## config.mk

```make
export PLATFORM = sky130hd
export DESIGN_NAME = packet_compactor
export DESIGN_NICKNAME = d
export VERILOG_FILES = /design/src/hdl/ifmap_pkg.sv /design/src/hdl/packet_compactor.sv
export VERILOG_INCLUDE_DIRS = /design/src /design/src/hdl
export SDC_FILE = /design/constraint.sdc
export NUM_CORES = 1
export LEC_CHECK = 0
export BUFFER_PORTS_ARGS = -buffer_cell sky130_fd_sc_hd__buf_2
export CAP_MARGIN = 20
export CORE_MARGIN = 5
export CORE_UTILIZATION = 55
export DETAILED_ROUTE_END_ITERATION = 8
export GPL_ROUTABILITY_DRIVEN = 0
export PLACE_DENSITY = 0.84
export SYNTH_ARGS = -nofsm -noshare
export SYNTH_HDL_FRONTEND = slang
export SYNTH_SLANG_ARGS = --single-unit
```

## constraint.sdc

```tcl
create_clock -name vclk -period 10.3
set_clock_uncertainty 0.2 [all_clocks]
set_input_delay 2.575 -clock vclk [all_inputs]
set_output_delay 2.575 -clock vclk [all_outputs]
set_load 0.005 [all_outputs]
```

## src/hdl/ifmap_macros.svh

```systemverilog
`ifndef IFMAP_MACROS_SVH
`define IFMAP_MACROS_SVH

// bytes carried by one upstream packet
`define IFMAP_PKT_BYTES 8

// storage shape of one bank
`define IFMAP_BANK_LINES 8
`define IFMAP_LINE_BYTES 16

// layer A, the large layer with a two line halo
`define IFMAP_A_LINES   8
`define IFMAP_A_ELEMS   13
`define IFMAP_A_OVERLAP 2
`define IFMAP_A_BATCHES 3

// layer B
`define IFMAP_B_LINES   6
`define IFMAP_B_ELEMS   9
`define IFMAP_B_OVERLAP 1
`define IFMAP_B_BATCHES 2

// layer C fits in a single batch
`define IFMAP_C_LINES   4
`define IFMAP_C_ELEMS   5
`define IFMAP_C_OVERLAP 0
`define IFMAP_C_BATCHES 1

`endif
```

## src/hdl/ifmap_pkg.sv

```systemverilog
`include "ifmap_macros.svh"

package ifmap_pkg;

    // layer selected by the controller at start
    typedef enum logic [1:0] {
        LAYER_NONE,
        LAYER_A,
        LAYER_B,
        LAYER_C
    } layer_type_e;

    // packet as delivered by the decompressor
    typedef struct packed {
        logic                                 valid;
        logic [`IFMAP_PKT_BYTES-1:0]          mask;
        logic [`IFMAP_PKT_BYTES-1:0][7:0]     data;
    } ifmap_packet_t;

    // shape of the active layer, all zero when no layer is loaded
    typedef struct packed {
        logic [3:0] lines;
        logic [4:0] elems;
        logic [3:0] overlap;
        logic [3:0] batches;
    } layer_geom_t;

    // valid bytes moved to the low end, count runs 0 to 8
    typedef struct packed {
        logic [3:0]                           count;
        logic [`IFMAP_PKT_BYTES-1:0][7:0]     bytes;
    } packed_bytes_t;

    // contents of a whole bank, line major
    typedef logic [`IFMAP_BANK_LINES-1:0][`IFMAP_LINE_BYTES-1:0][7:0] batch_data_t;

endpackage

```

## src/hdl/packet_compactor.sv

```systemverilog
`timescale 1ns/1ns

module packet_compactor import ifmap_pkg::*; (
    input  ifmap_packet_t pkt,
    output packed_bytes_t packed_pkt
);

    localparam int N_BYTES = $bits(pkt.mask);

    // next free slot at the low end while scanning the mask
    logic [3:0] pos;

    always_comb begin
        pos = '0;
        packed_pkt.bytes = '0;
        if (pkt.valid) begin
            for (int i = 0; i < N_BYTES; i++) begin
                // masked out bytes are skipped so packing stays dense
                if (pkt.mask[i]) begin
                    packed_pkt.bytes[pos[2:0]] = pkt.data[i];
                    pos = pos + 4'd1;
                end
            end
        end
        // an invalid packet leaves count at zero
        packed_pkt.count = pos;
    end

endmodule

```

* Yosys cells after proc, flatten, opt, wreduce, memory -nomap -nowiden *
Cells that the tools add are included.
Widths: inputs -> output; s select.

cells by class
  muxes and demuxes = 53
  order comparisons = 14
  add/sub/neg operators = 7
  reductions and logical operators = 7

operators with widths
  kind                 number
  $mux 64              14
  $bwmux 64            7
  $demux 8 s3          7
  $mux 8               9
  $mux 4               15
  $add 4x1->4 const B  7
  $lt 3x4->1 const B   7
  $ge 3x1->1 const B   7
  $logic_and 1x1->1    7
  $mux 1               1

storage, ports and cells
  flip-flop bits (word level) = 0
  word-level logic and storage cells = 81
  bits of input ports = 73
  output and inout port bits = 68

* Logic depth before layout (Yosys ltp) *
  depth in word-level cells = 27
  gate-level depth with buffers = 24
  mapped depth without buffers = 20

* Least setup slack after synthesis *
OpenSTA, ideal clock, no wires.

  path kind = input -> output
  start point = in pkt[64] (netlist bit)
  end point = out packed_pkt[16] (netlist bit)
  stages = 24
  required time = 7,525 ps
  arrival = 6,892 ps
  slack = 633 ps
  path buffers = 4
  cell sequence = clkbuf_1 -> clkbuf_1 -> inv_1 -> ha_1 -> nor2b_4 -> buf_6 -> o21a_1 -> nor2_1 -> mux2_2 -> ha_1 -> and2_1 -> o21a_1 -> or3_1 -> nand2_1 -> a21oi_1 -> ha_1 -> nand2_1 -> xnor2_1 -> xnor2_4 -> inv_2 -> and3_4 -> and3_1 -> buf_2 -> a22o_1

RTL lines
  what         line                   RTL
  from (decl)  packet_compactor.sv:4  input ifmap_packet_t pkt,
  to (decl)    packet_compactor.sv:5  output packed_bytes_t packed_pkt

==> impl_metrics.ini <==
[die]
die_h_um = 102
std_cell_rows = 33
floorplan.initialDensity_pct = 56.6
die_area_mm2 = 0.0104
io_pins = 141
die_x_um = 102
core_area_mm2 = 0.00822

[pwr]
vdd_drop_max_uv = 44.2
powerDensity_mw_per_mm2 = 93.5
power_frac_clock_pct = 0
seq_power_share_pct = 0
p_leak_nw = 2.02
p_int_w = 0.000182
power_switching_w = 0.000298
p_comb_share_pct = 100.0
sw_frac_of_total_pct = 62.0
power.total_w = 0.000480

[logic_synthesis]
synth_compound_area_share_pct = 50.5
yosysSeqAreaShare_pct = 0
ys_warn_count = 0
synth_top_family_by_area = compound AO/OA/AOI/OAI gates
syn_area_mm2 = 0.00465
yosysUniqueCellTypes = 74
yosys.area_share.simple_pct = 24.5
synthAdderAreaFrac_pct = 2.85
synth_nets = 789
synth_mux_area_share_pct = 7.64
synthTopCellsByArea = o211ai_1 (9.0%), nand2_1 (7.8%), mux2i_1 (6.7%), nor2_1 (4.8%), o21ai_0 (4.6%)
synth_top_area_share_pct = 9.04
synth.avg_cell_area_um2 = 6.59
synth_cells = 706
synth_largest_area_cell = o211ai_1
synth_xor_xnor_area_share_pct = 4.55

[grt]
overflow = 0
grt_pass1_vias = 5276
met1_usage_pct = 48.2
grt-busiest-layer = met2
grt_util_met2_pct = 52.8
grt_pass1_wl_um = 28700
grt_use_total_pct = 33.9
antenna_found_initial = 0
grt_max_degree = 52
use_met3_pct = 5.53

[drt]
wl_per_cell_um = 21.9
vias = 6234
vias_per_cell = 7.18
antenna_left = 0
firstDrtPassIters = 6
drt_iter0_drc = 938
wirelength_um = 19000
drc_errors = 0

[timing]
slew_headroom_pct = 32.9
finalCritPeriodShare_pct = 97.0
fin_crit_ps = 9990
tightest_slew_ps = 998
rsz0062_at_grt = yes
clock.fmax_ghz = 0.100
drv_slew = 0
hold_viol_final = 0
setup_viol_count_final = 0
holdWs_ps = 5390

[min_path]
hold_path_class = input pin to primary output

[worst_setup_path]
path_max_fanout = 19
critPathArrivalTime_ps = 7210
critPathKind = input pin to primary output
cp.required_ps = 7530
end_kind = primary output
critPathLaunchType = input pin

[cells_and_area]
clockBufferCount = 0
drive_gt1_share_pct = 24.8
diodes = 0
seq_cells = 0
seqCellArea_um2 = 0
n_fill_cell = 782
final_cell_mix = buf_2 (141), nand2_1 (97), nor2_1 (59)
area_delta_synth_final_pct = 10.3
final_common_cell = buf_2
fin_area_mm2 = 0.00513
fin_nets = 848

[place]
hpwl_um = 15000
portBuffers = 141
post_dp_cell_area_mm2 = 0.00510

[run_status]
status = completed

[job]
cap_viol_max_count = 0

[clock_network]
postCtsSetupBuffers = 0
-- final cells by class --
class	instances	area [um2]	share of cell area [%]
inverter	16	62.6	1.22
multi-input combinational	604	4220	82.2
tap	105	131	2.56
timing repair buffer	143	721	14.0
-- stage by stage --
stage / setup WS (ps) / cells / setup TNS [ps] / util (%)
2_1_floorplan: 633 / 706 / 0 / -
3_3_place_gp: 517 / 868 / 0 / 62.1
3_5_place_dp: 292 / 868 / 0 / 62.1
4_1_cts: 288 / 868 / 0 / 62.1
5_1_grt: -18.4 / 868 / -25.6 / 62.4
6_report: 311 / 868 / 0 / 62.4
-- path summary, 6_finish.rpt --
path  slack (ps)  cells after the start             end  startpoint
max          310                     20  packed_pkt[21]     pkt[66]
min         5390                      4  packed_pkt[45]     pkt[53]
-- timing repair --
item | 4_1_cts | 5_1_grt
endpoints found under the setup margin | 0 | 57
endpoints found under the hold margin | 0 | 0
hold buffers | 0 | 0
resized for setup | 0 | 4
-- layer usage --
metal / part of all wire, % / up-vias
met4: 4.6 / 0
met2: 42 / 565
met5: 0 / -
met1: 38 / 2729
met3: 15 / 95
li1: - / 2845
-- power by group through the flow --
stage / registers [W] / logic [W] / clock network, W
6_report: 0 / 0.000480 / 0
5_1_grt: 0 / 0.000512 / 0
4_1_cts: 0 / 0.000460 / 0
3_5_place_dp: 0 / 0.000458 / 0
3_3_place_gp: 0 / 0.000445 / 0
2_1_floorplan: 0 / 0.000325 / 0
-- synthesized netlist by cell type (8+ instances only) --
library cell,number
a32oi_1,16
a32o_1,8
a221o_1,8
o21ai_0,43
inv_1,13
buf_2,23
a22o_1,16
o2bb2ai_1,8
a21oi_1,19
nand3_1,19
mux2i_1,31
ha_1,9
nor3_1,8
a31oi_1,33
a211oi_1,24
o211a_1,9
buf_1,17
xnor2_1,10
buf_4,9
and2_1,9
o211ai_1,56
a221oi_1,16
nor2_1,59
nand2_1,97
clkbuf_1,34
nand4_1,10
o31ai_1,8
-- critical path, cell delays in order --
cell and delay [ps]:
buf_2 290, fa_1 600, nor3_2 370, nor2_1 70
mux2_2 280, ha_1 290, and2_1 190, o21a_1 200
o21ai_1 310, nand2_1 130, a21oi_1 160, ha_1 160
nand2_1 80, xnor2_2 180, xnor2_4 360, inv_2 90
and3_4 200, and3_1 290, a22o_1 270, buf_2 130
-- cell families after synthesis --
group | count (synthesis)
simple gates | 237
fa+ha+maj | 10
compound gates | 305
buf+inv | 102
xor+xnor | 17
mux | 35
(Power assumes the default switching activity.)
