[config.mk]
export PLATFORM = sky130hd
export DESIGN_NAME = bank_scheduler
export DESIGN_NICKNAME = d
export VERILOG_FILES = /design/src/hdl/ifmap_pkg.sv /design/src/hdl/bank_scheduler.sv
export VERILOG_INCLUDE_DIRS = /design/src /design/src/hdl
export SDC_FILE = /design/constraint.sdc
export NUM_CORES = 1
export LEC_CHECK = 0
export BUFFER_PORTS_ARGS = -buffer_cell sky130_fd_sc_hd__buf_4
export CAP_MARGIN = 0
export CORE_MARGIN = 2
export CORE_UTILIZATION = 45
export DETAILED_ROUTE_END_ITERATION = 7
export PLACE_DENSITY = 0.9
export SLEW_MARGIN = 15
export SYNTH_ARGS = -nofsm -noshare
export SYNTH_HDL_FRONTEND = slang
export SYNTH_SLANG_ARGS = --single-unit
[constraint.sdc]
create_clock -name clk -period 2.7 [get_ports clk]
set_input_delay 0.135 -clock clk [delete_from_list [all_inputs] [get_ports clk]]
set_output_delay 0.135 -clock clk [all_outputs]
set_load 0.02 [all_outputs]
[src/hdl/ifmap_macros.svh]
`ifndef IFMAP_MACROS_SVH
`define IFMAP_MACROS_SVH

// bytes carried by one upstream packet
`define IFMAP_PKT_BYTES 8

// storage shape of one bank
`define IFMAP_BANK_LINES 8
`define IFMAP_LINE_BYTES 16

// layer A, the large layer with a two line halo
`define IFMAP_A_LINES   8
`define IFMAP_A_ELEMS   13
`define IFMAP_A_OVERLAP 2
`define IFMAP_A_BATCHES 3

// layer B
`define IFMAP_B_LINES   6
`define IFMAP_B_ELEMS   9
`define IFMAP_B_OVERLAP 1
`define IFMAP_B_BATCHES 2

// layer C fits in a single batch
`define IFMAP_C_LINES   4
`define IFMAP_C_ELEMS   5
`define IFMAP_C_OVERLAP 0
`define IFMAP_C_BATCHES 1

`endif
[src/hdl/ifmap_pkg.sv]
`include "ifmap_macros.svh"

package ifmap_pkg;

    // layer selected by the controller at start
    typedef enum logic [1:0] {
        LAYER_NONE,
        LAYER_A,
        LAYER_B,
        LAYER_C
    } layer_type_e;

    // packet as delivered by the decompressor
    typedef struct packed {
        logic                                 valid;
        logic [`IFMAP_PKT_BYTES-1:0]          mask;
        logic [`IFMAP_PKT_BYTES-1:0][7:0]     data;
    } ifmap_packet_t;

    // shape of the active layer, all zero when no layer is loaded
    typedef struct packed {
        logic [3:0] lines;
        logic [4:0] elems;
        logic [3:0] overlap;
        logic [3:0] batches;
    } layer_geom_t;

    // valid bytes moved to the low end, count runs 0 to 8
    typedef struct packed {
        logic [3:0]                           count;
        logic [`IFMAP_PKT_BYTES-1:0][7:0]     bytes;
    } packed_bytes_t;

    // contents of a whole bank, line major
    typedef logic [`IFMAP_BANK_LINES-1:0][`IFMAP_LINE_BYTES-1:0][7:0] batch_data_t;

endpackage

[src/hdl/bank_scheduler.sv]
`timescale 1ns/1ns

module bank_scheduler import ifmap_pkg::*; (
    input  logic        clk,
    input  logic        rst_n,
    input  logic        start,
    input  layer_geom_t geom,
    input  logic        pkt_valid,
    input  logic [1:0]  full,
    input  logic        free,
    output logic [1:0]  wr_en,
    output logic [1:0]  restart,
    output logic        halo_en,
    output logic [1:0]  present_sel,
    output logic        pkt_req,
    output logic        batch_valid,
    output logic        batch_change
);

    // one-hot, zero before the first start
    logic [1:0] fill_sel;
    logic [1:0] present_q;
    logic [3:0] batch_cnt;

    logic       fill_full;
    logic       free_ok;
    logic       swap;
    logic       accept;
    logic [1:0] other_sel;

    assign fill_full = |(fill_sel & full);
    assign other_sel = {fill_sel[0], fill_sel[1]};

    // free only counts while something is presented
    assign free_ok = free && (present_sel != 2'b00);

    // a completed fill bank moves to the PE side once that side is empty
    assign swap = fill_full && ((present_sel == 2'b00) || free_ok);

    always_ff @(posedge clk or negedge rst_n) begin
        if (!rst_n) begin
            fill_sel    <= '0;
            present_sel <= '0;
            batch_cnt   <= '0;
        end else if (start) begin
            fill_sel    <= 2'b01;
            present_sel <= '0;
            batch_cnt   <= '0;
        end else if (swap) begin
            present_sel <= fill_sel;
            fill_sel    <= other_sel;
            batch_cnt   <= batch_cnt + 4'd1;
        end else if (free_ok) begin
            present_sel <= '0;
        end
    end

    // start clears both banks, a swap reloads the new fill bank with halo
    assign restart = start ? 2'b11 : (swap ? other_sel : 2'b00);
    assign halo_en = !start;

    // stall while the fill bank waits for the PE side, stop when the layer is done
    assign pkt_req = |(fill_sel & ~full) && (batch_cnt < geom.batches);
    assign accept  = pkt_req && pkt_valid;
    assign wr_en   = fill_sel & {2{accept}};

    always_ff @(posedge clk or negedge rst_n) begin
        if (!rst_n) begin
            present_q <= '0;
        end else begin
            present_q <= present_sel;
        end
    end

    assign batch_valid  = |present_sel;
    assign batch_change = batch_valid && (present_sel != present_q);

endmodule

# [Word level (Yosys, flattened, before mapping)]
# Index checks and enable logic that the tools add are counted.
[op_classes] multipliers=0 n_addsub=1 n_shift=0 bitwise=4 div_mod_pow=0 reduce_logical=14 n_mux=9 n_eq_ne=1 order_cmp=1
[ops] op="$mux 2" n=7
[ops] op="$mux 4" n=2
[ops] op="$and 2x2->2" n=3
[ops] op="$reduce_or 2->1" n=3
[ops] op="$logic_and 1x1->1" n=5
[ops] op="$add 4x1->4 const B" n=1
[ops] op="$lt 4x4->1" n=1
[ops] op="$reduce_bool 2->1" n=2
[ops] op="$reduce_bool 3->1" n=1
[ops] op="$logic_not 2->1" n=1
[ops] op="$ne 2x2->1" n=1
[ops] op="$not 2->2" n=1
[ops] op="$logic_not 1->1" n=1
[ops] op="$logic_or 1x1->1" n=1
[totals] ff_bits=10 out_inout_bits=10 in_bits=24 mem_bits_rw=0 latchBits=0 n_memories=0 word_cells=34 rom_bits=0

# [Longest topological paths before layout]
[logic_depth] ltp_word=6 mapped_depth=5 mapped_depth_nobuf=5

# [Least setup slack after synthesis]
# OpenSTA, ideal clock, no wires.
[synth_timing] path_kind="register -> output" from="reg batch_cnt[3]" to="out wr_en[0]" required_ps=2565 path_stages_with_launch=5 path_buffers=0 arrival_time_ps=1541 setup_slack_ps=1024 cell_sequence="dfrtp_1 ha_1 a21oi_1 o21ai_0 a311oi_1"
[synth_via] elab_chain_len=4
[synth_rtl] item="from (decl)" line_no="bank_scheduler.sv:23" text="logic [3:0] batch_cnt;"
[synth_rtl] item="from (signal assigned)" line_no="bank_scheduler.sv:52" text="batch_cnt <= batch_cnt + 4'd1;"
[synth_rtl] item="$lt 4x4->1" line_no="bank_scheduler.sv:63" text="assign pkt_req = |(fill_sel & ~full) && (batch_cnt < geom.batches);"
[synth_rtl] item="$logic_and 1x1->1" line_no="bank_scheduler.sv:63"
[synth_rtl] item="$logic_and 1x1->1" line_no="bank_scheduler.sv:64" text="assign accept = pkt_req && pkt_valid;"
[synth_rtl] item="$and 2x2->2" line_no="bank_scheduler.sv:65" text="assign wr_en = fill_sel & {2{accept}};"
[synth_rtl] item="to (decl)" line_no="bank_scheduler.sv:11" text="output logic [1:0] wr_en,"
# No other way between the ends.

# [Final worst setup path]
[layout_timing] from="reg batch_cnt[3]" to="out wr_en[1]"
# Same word-level chain as after synthesis.

==> results.yml <==
outcome:
  status: "finished clean"
cts:
  cts_root_buf: "clkbuf_4"
  clk_latency_ns: 0.26
  cts_buffers: 3
  cts_tree: "yes"
  post-cts-setup-buffers: 0
  cts_sinks: 10
  clock_tree.buffer_depth: 2
  htreeDepth: 1
  clk_pin_slew_ns: 0.06
sta:
  max-slew-margin-rel: 0.719
  tightest_slew_ns: 0.421
  rsz0062_at_grt: "no"
  layout_min_cycle_time_ns: 1.93
  fin_skew_ns: 0.00874
  fin_setup_tns_ns: 0
  finalSetupViolations: 0
  fmax_mhz: 517
  final-hold-violation-count: 0
  slew_viol_final: 0
  period_share: 0.716
min_path:
  hp-class: "in -> reg"
  worst_hold_path.endpoint: "present_sel[1]"
  worstHoldStart: "start"
  hold_depth: 2
placement:
  gp_congestion: 0.734
  dpl.hpwl_um: 1110
  portBuffers: 20
power:
  peakVddDrop_v: 0.000280
  cellLeakagePower_nw: 0.411
  powerDensity_nw_per_um2: 533
die:
  die_h_um: 40.7
  ioPinCount: 34
  start_util: 0.471
  row_count: 13
  core_area_um2: 1280
  die_area_um2: 1660
  die_w_um: 40.7
worst_setup_path:
  cp_data_required_time_ns: 2.57
  cp.arrival_ns: 1.80
  rr_endpoint: "batch_cnt[3]"
  cp-start-kind: "flip-flop"
  rrSetupSlack_ns: 1.26
  r2r-start: "present_sel[1]"
  endpoint_kind: "output port"
  cp_max_fo: 4
  worst_r2r_path_depth: 3
  path_class: "reg -> out"
global_route:
  antenna_found_initial: 0
  grt_max_degree: 11
  grt_first_pass_wirelength_um: 1980
  globalRouteOverflowTotal: 0
  grt_pass1_vias: 505
  grtUsageTotal: 0.189
yosys:
  yosysSeqAreaShare: 0.413
  synthArstFlopShare: 1.00
  yosysWarnings: 0
  synthesis.nets: 95
  yosysUniqueCellTypes: 24
  synth_most_common_cell: "dfrtp_1"
  synth_top_area_frac: 0.413
  ys_ff_latch: 10
  synth_area_leaders: "dfrtp_1 41%, ha_1 8.3%, o21ai_0 5.8%"
  syn_area_um2: 606
  syn_area_per_cell_um2: 9.04
  syn-instance-count: 67
  netlist_top_cells_count: "10 x dfrtp_1, 8 x inv_1, 7 x o21ai_0"
  yosysTopAreaCell: "dfrtp_1"
  synth-main-ff-cell: "dfrtp_1"
  synth_edf_count: 0
route:
  wl_per_cell_um: 13.9
  drt_iter0_markers: 28
  drtPass1Iterations: 4
  post-route-drc-count: 0
  routed_wl_um: 1460
  drtAntennaViolNets: 0
  vias: 592
  vias_per_cell: 5.64
final_layout:
  final_core_util: 0.625
  synthToLayoutAreaGrowth_pct: 32.6
  drive_gt1_frac: 0.289
  diodes: 0
  fillers: 103
  fin_nets: 120
job:
  drv_cap: 0
## routing by layer
| metal | wire length, um | track usage | up-vias | share of wire |
|---|---|---|---|---|
| li1 | - | - | 293 | - |
| met1 | 607 | 0.186 | 272 | 0.42 |
| met2 | 750 | 0.365 | 23 | 0.52 |
| met3 | 70 | 0.0326 | 4 | 0.048 |
| met4 | 28 | 0.100 | 0 | 0.019 |
| met5 | 0 | 0 | - | 0 |
## worst max-delay path by stage
stage	depth (start not counted)	startpoint	to
after floorplan	4	batch_cnt[3]	wr_en[0]
after global placement	5	batch_cnt[3]	wr_en[1]
after detailed placement	5	batch_cnt[3]	wr_en[0]
after CTS	5	batch_cnt[3]	wr_en[0]
after global routing	5	batch_cnt[3]	wr_en[0]
final	5	batch_cnt[3]	wr_en[1]
## where the power goes
| group | internal, mW | total [mW] | switching [mW] |
|---|---|---|---|
| sequential | 0.165 | 0.185 | 0.0206 |
| combinational | 0.0655 | 0.145 | 0.0795 |
| clock | 0.0513 | 0.0977 | 0.0465 |
| total | 0.282 | 0.428 | 0.146 |
## cell type report
type | instances | area (um^2) | share of cell area
clock buffers | 3 | 22.5 | 0.0280
inverters | 8 | 30.0 | 0.0374
multi-input cells | 48 | 322 | 0.400
flip-flops and latches | 10 | 250 | 0.312
well taps | 15 | 18.8 | 0.0234
repair buffers | 21 | 160 | 0.199
## critical path: stages, from the launching register on
cell and delay (ns):
dfrtp_1 0.39, ha_1 0.34, a21oi_1 0.17, o21ai_0 0.17
a311oi_1 0.28, buf_4 0.18
## cells by family (layout without fill, tap and decap cells)
| group | Yosys count | after routing | synth area share |
|---|---|---|---|
| AND/OR/NAND/NOR | 18 | 18 | 0.153 |
| adder cells (fa/ha/maj) | 4 | 4 | 0.0826 |
| AO/OA/AOI/OAI | 26 | 26 | 0.295 |
| buffers and inverters | 9 | 32 | 0.0558 |
| flip-flops | 10 | 10 | 0.413 |
## what timing repair did
action | in CTS | in global routing
hold buffers | 1 | 0
resized for setup | 0 | 0
endpoints found under the hold margin | 10 | 0
## stage by stage
step	worst slack (ns)	instance area, um^2	std cells	power (mW)	hold slack, ns
2_1_floorplan	1.02	606	67	0.270	-0.161
3_3_place_gp	1.12	771	101	0.323	-0.0324
3_5_place_dp	1.01	771	101	0.331	-0.0307
4_1_cts	0.726	803	105	0.430	0.0924
5_1_grt	0.613	803	105	0.454	0.0862
6_report	0.766	803	105	0.428	0.0934
## state kept, by name, indices dropped and copies added (netlist names)
signal / flops
batch_cnt: 4
fill_sel: 2
present_q: 2
present_sel: 2
## cell usage in the layout, fill, tap and decap left out, types with 3 or more instances in the layout
cell      instances
inv_1             8
nand3_1           5
o21ai_0           7
buf_4            20
dfrtp_1          10
ha_1              4
clkbuf_4          3
a311oi_1          3
a21oi_1           6
nand2_1           4
(Power assumes the default switching activity.)
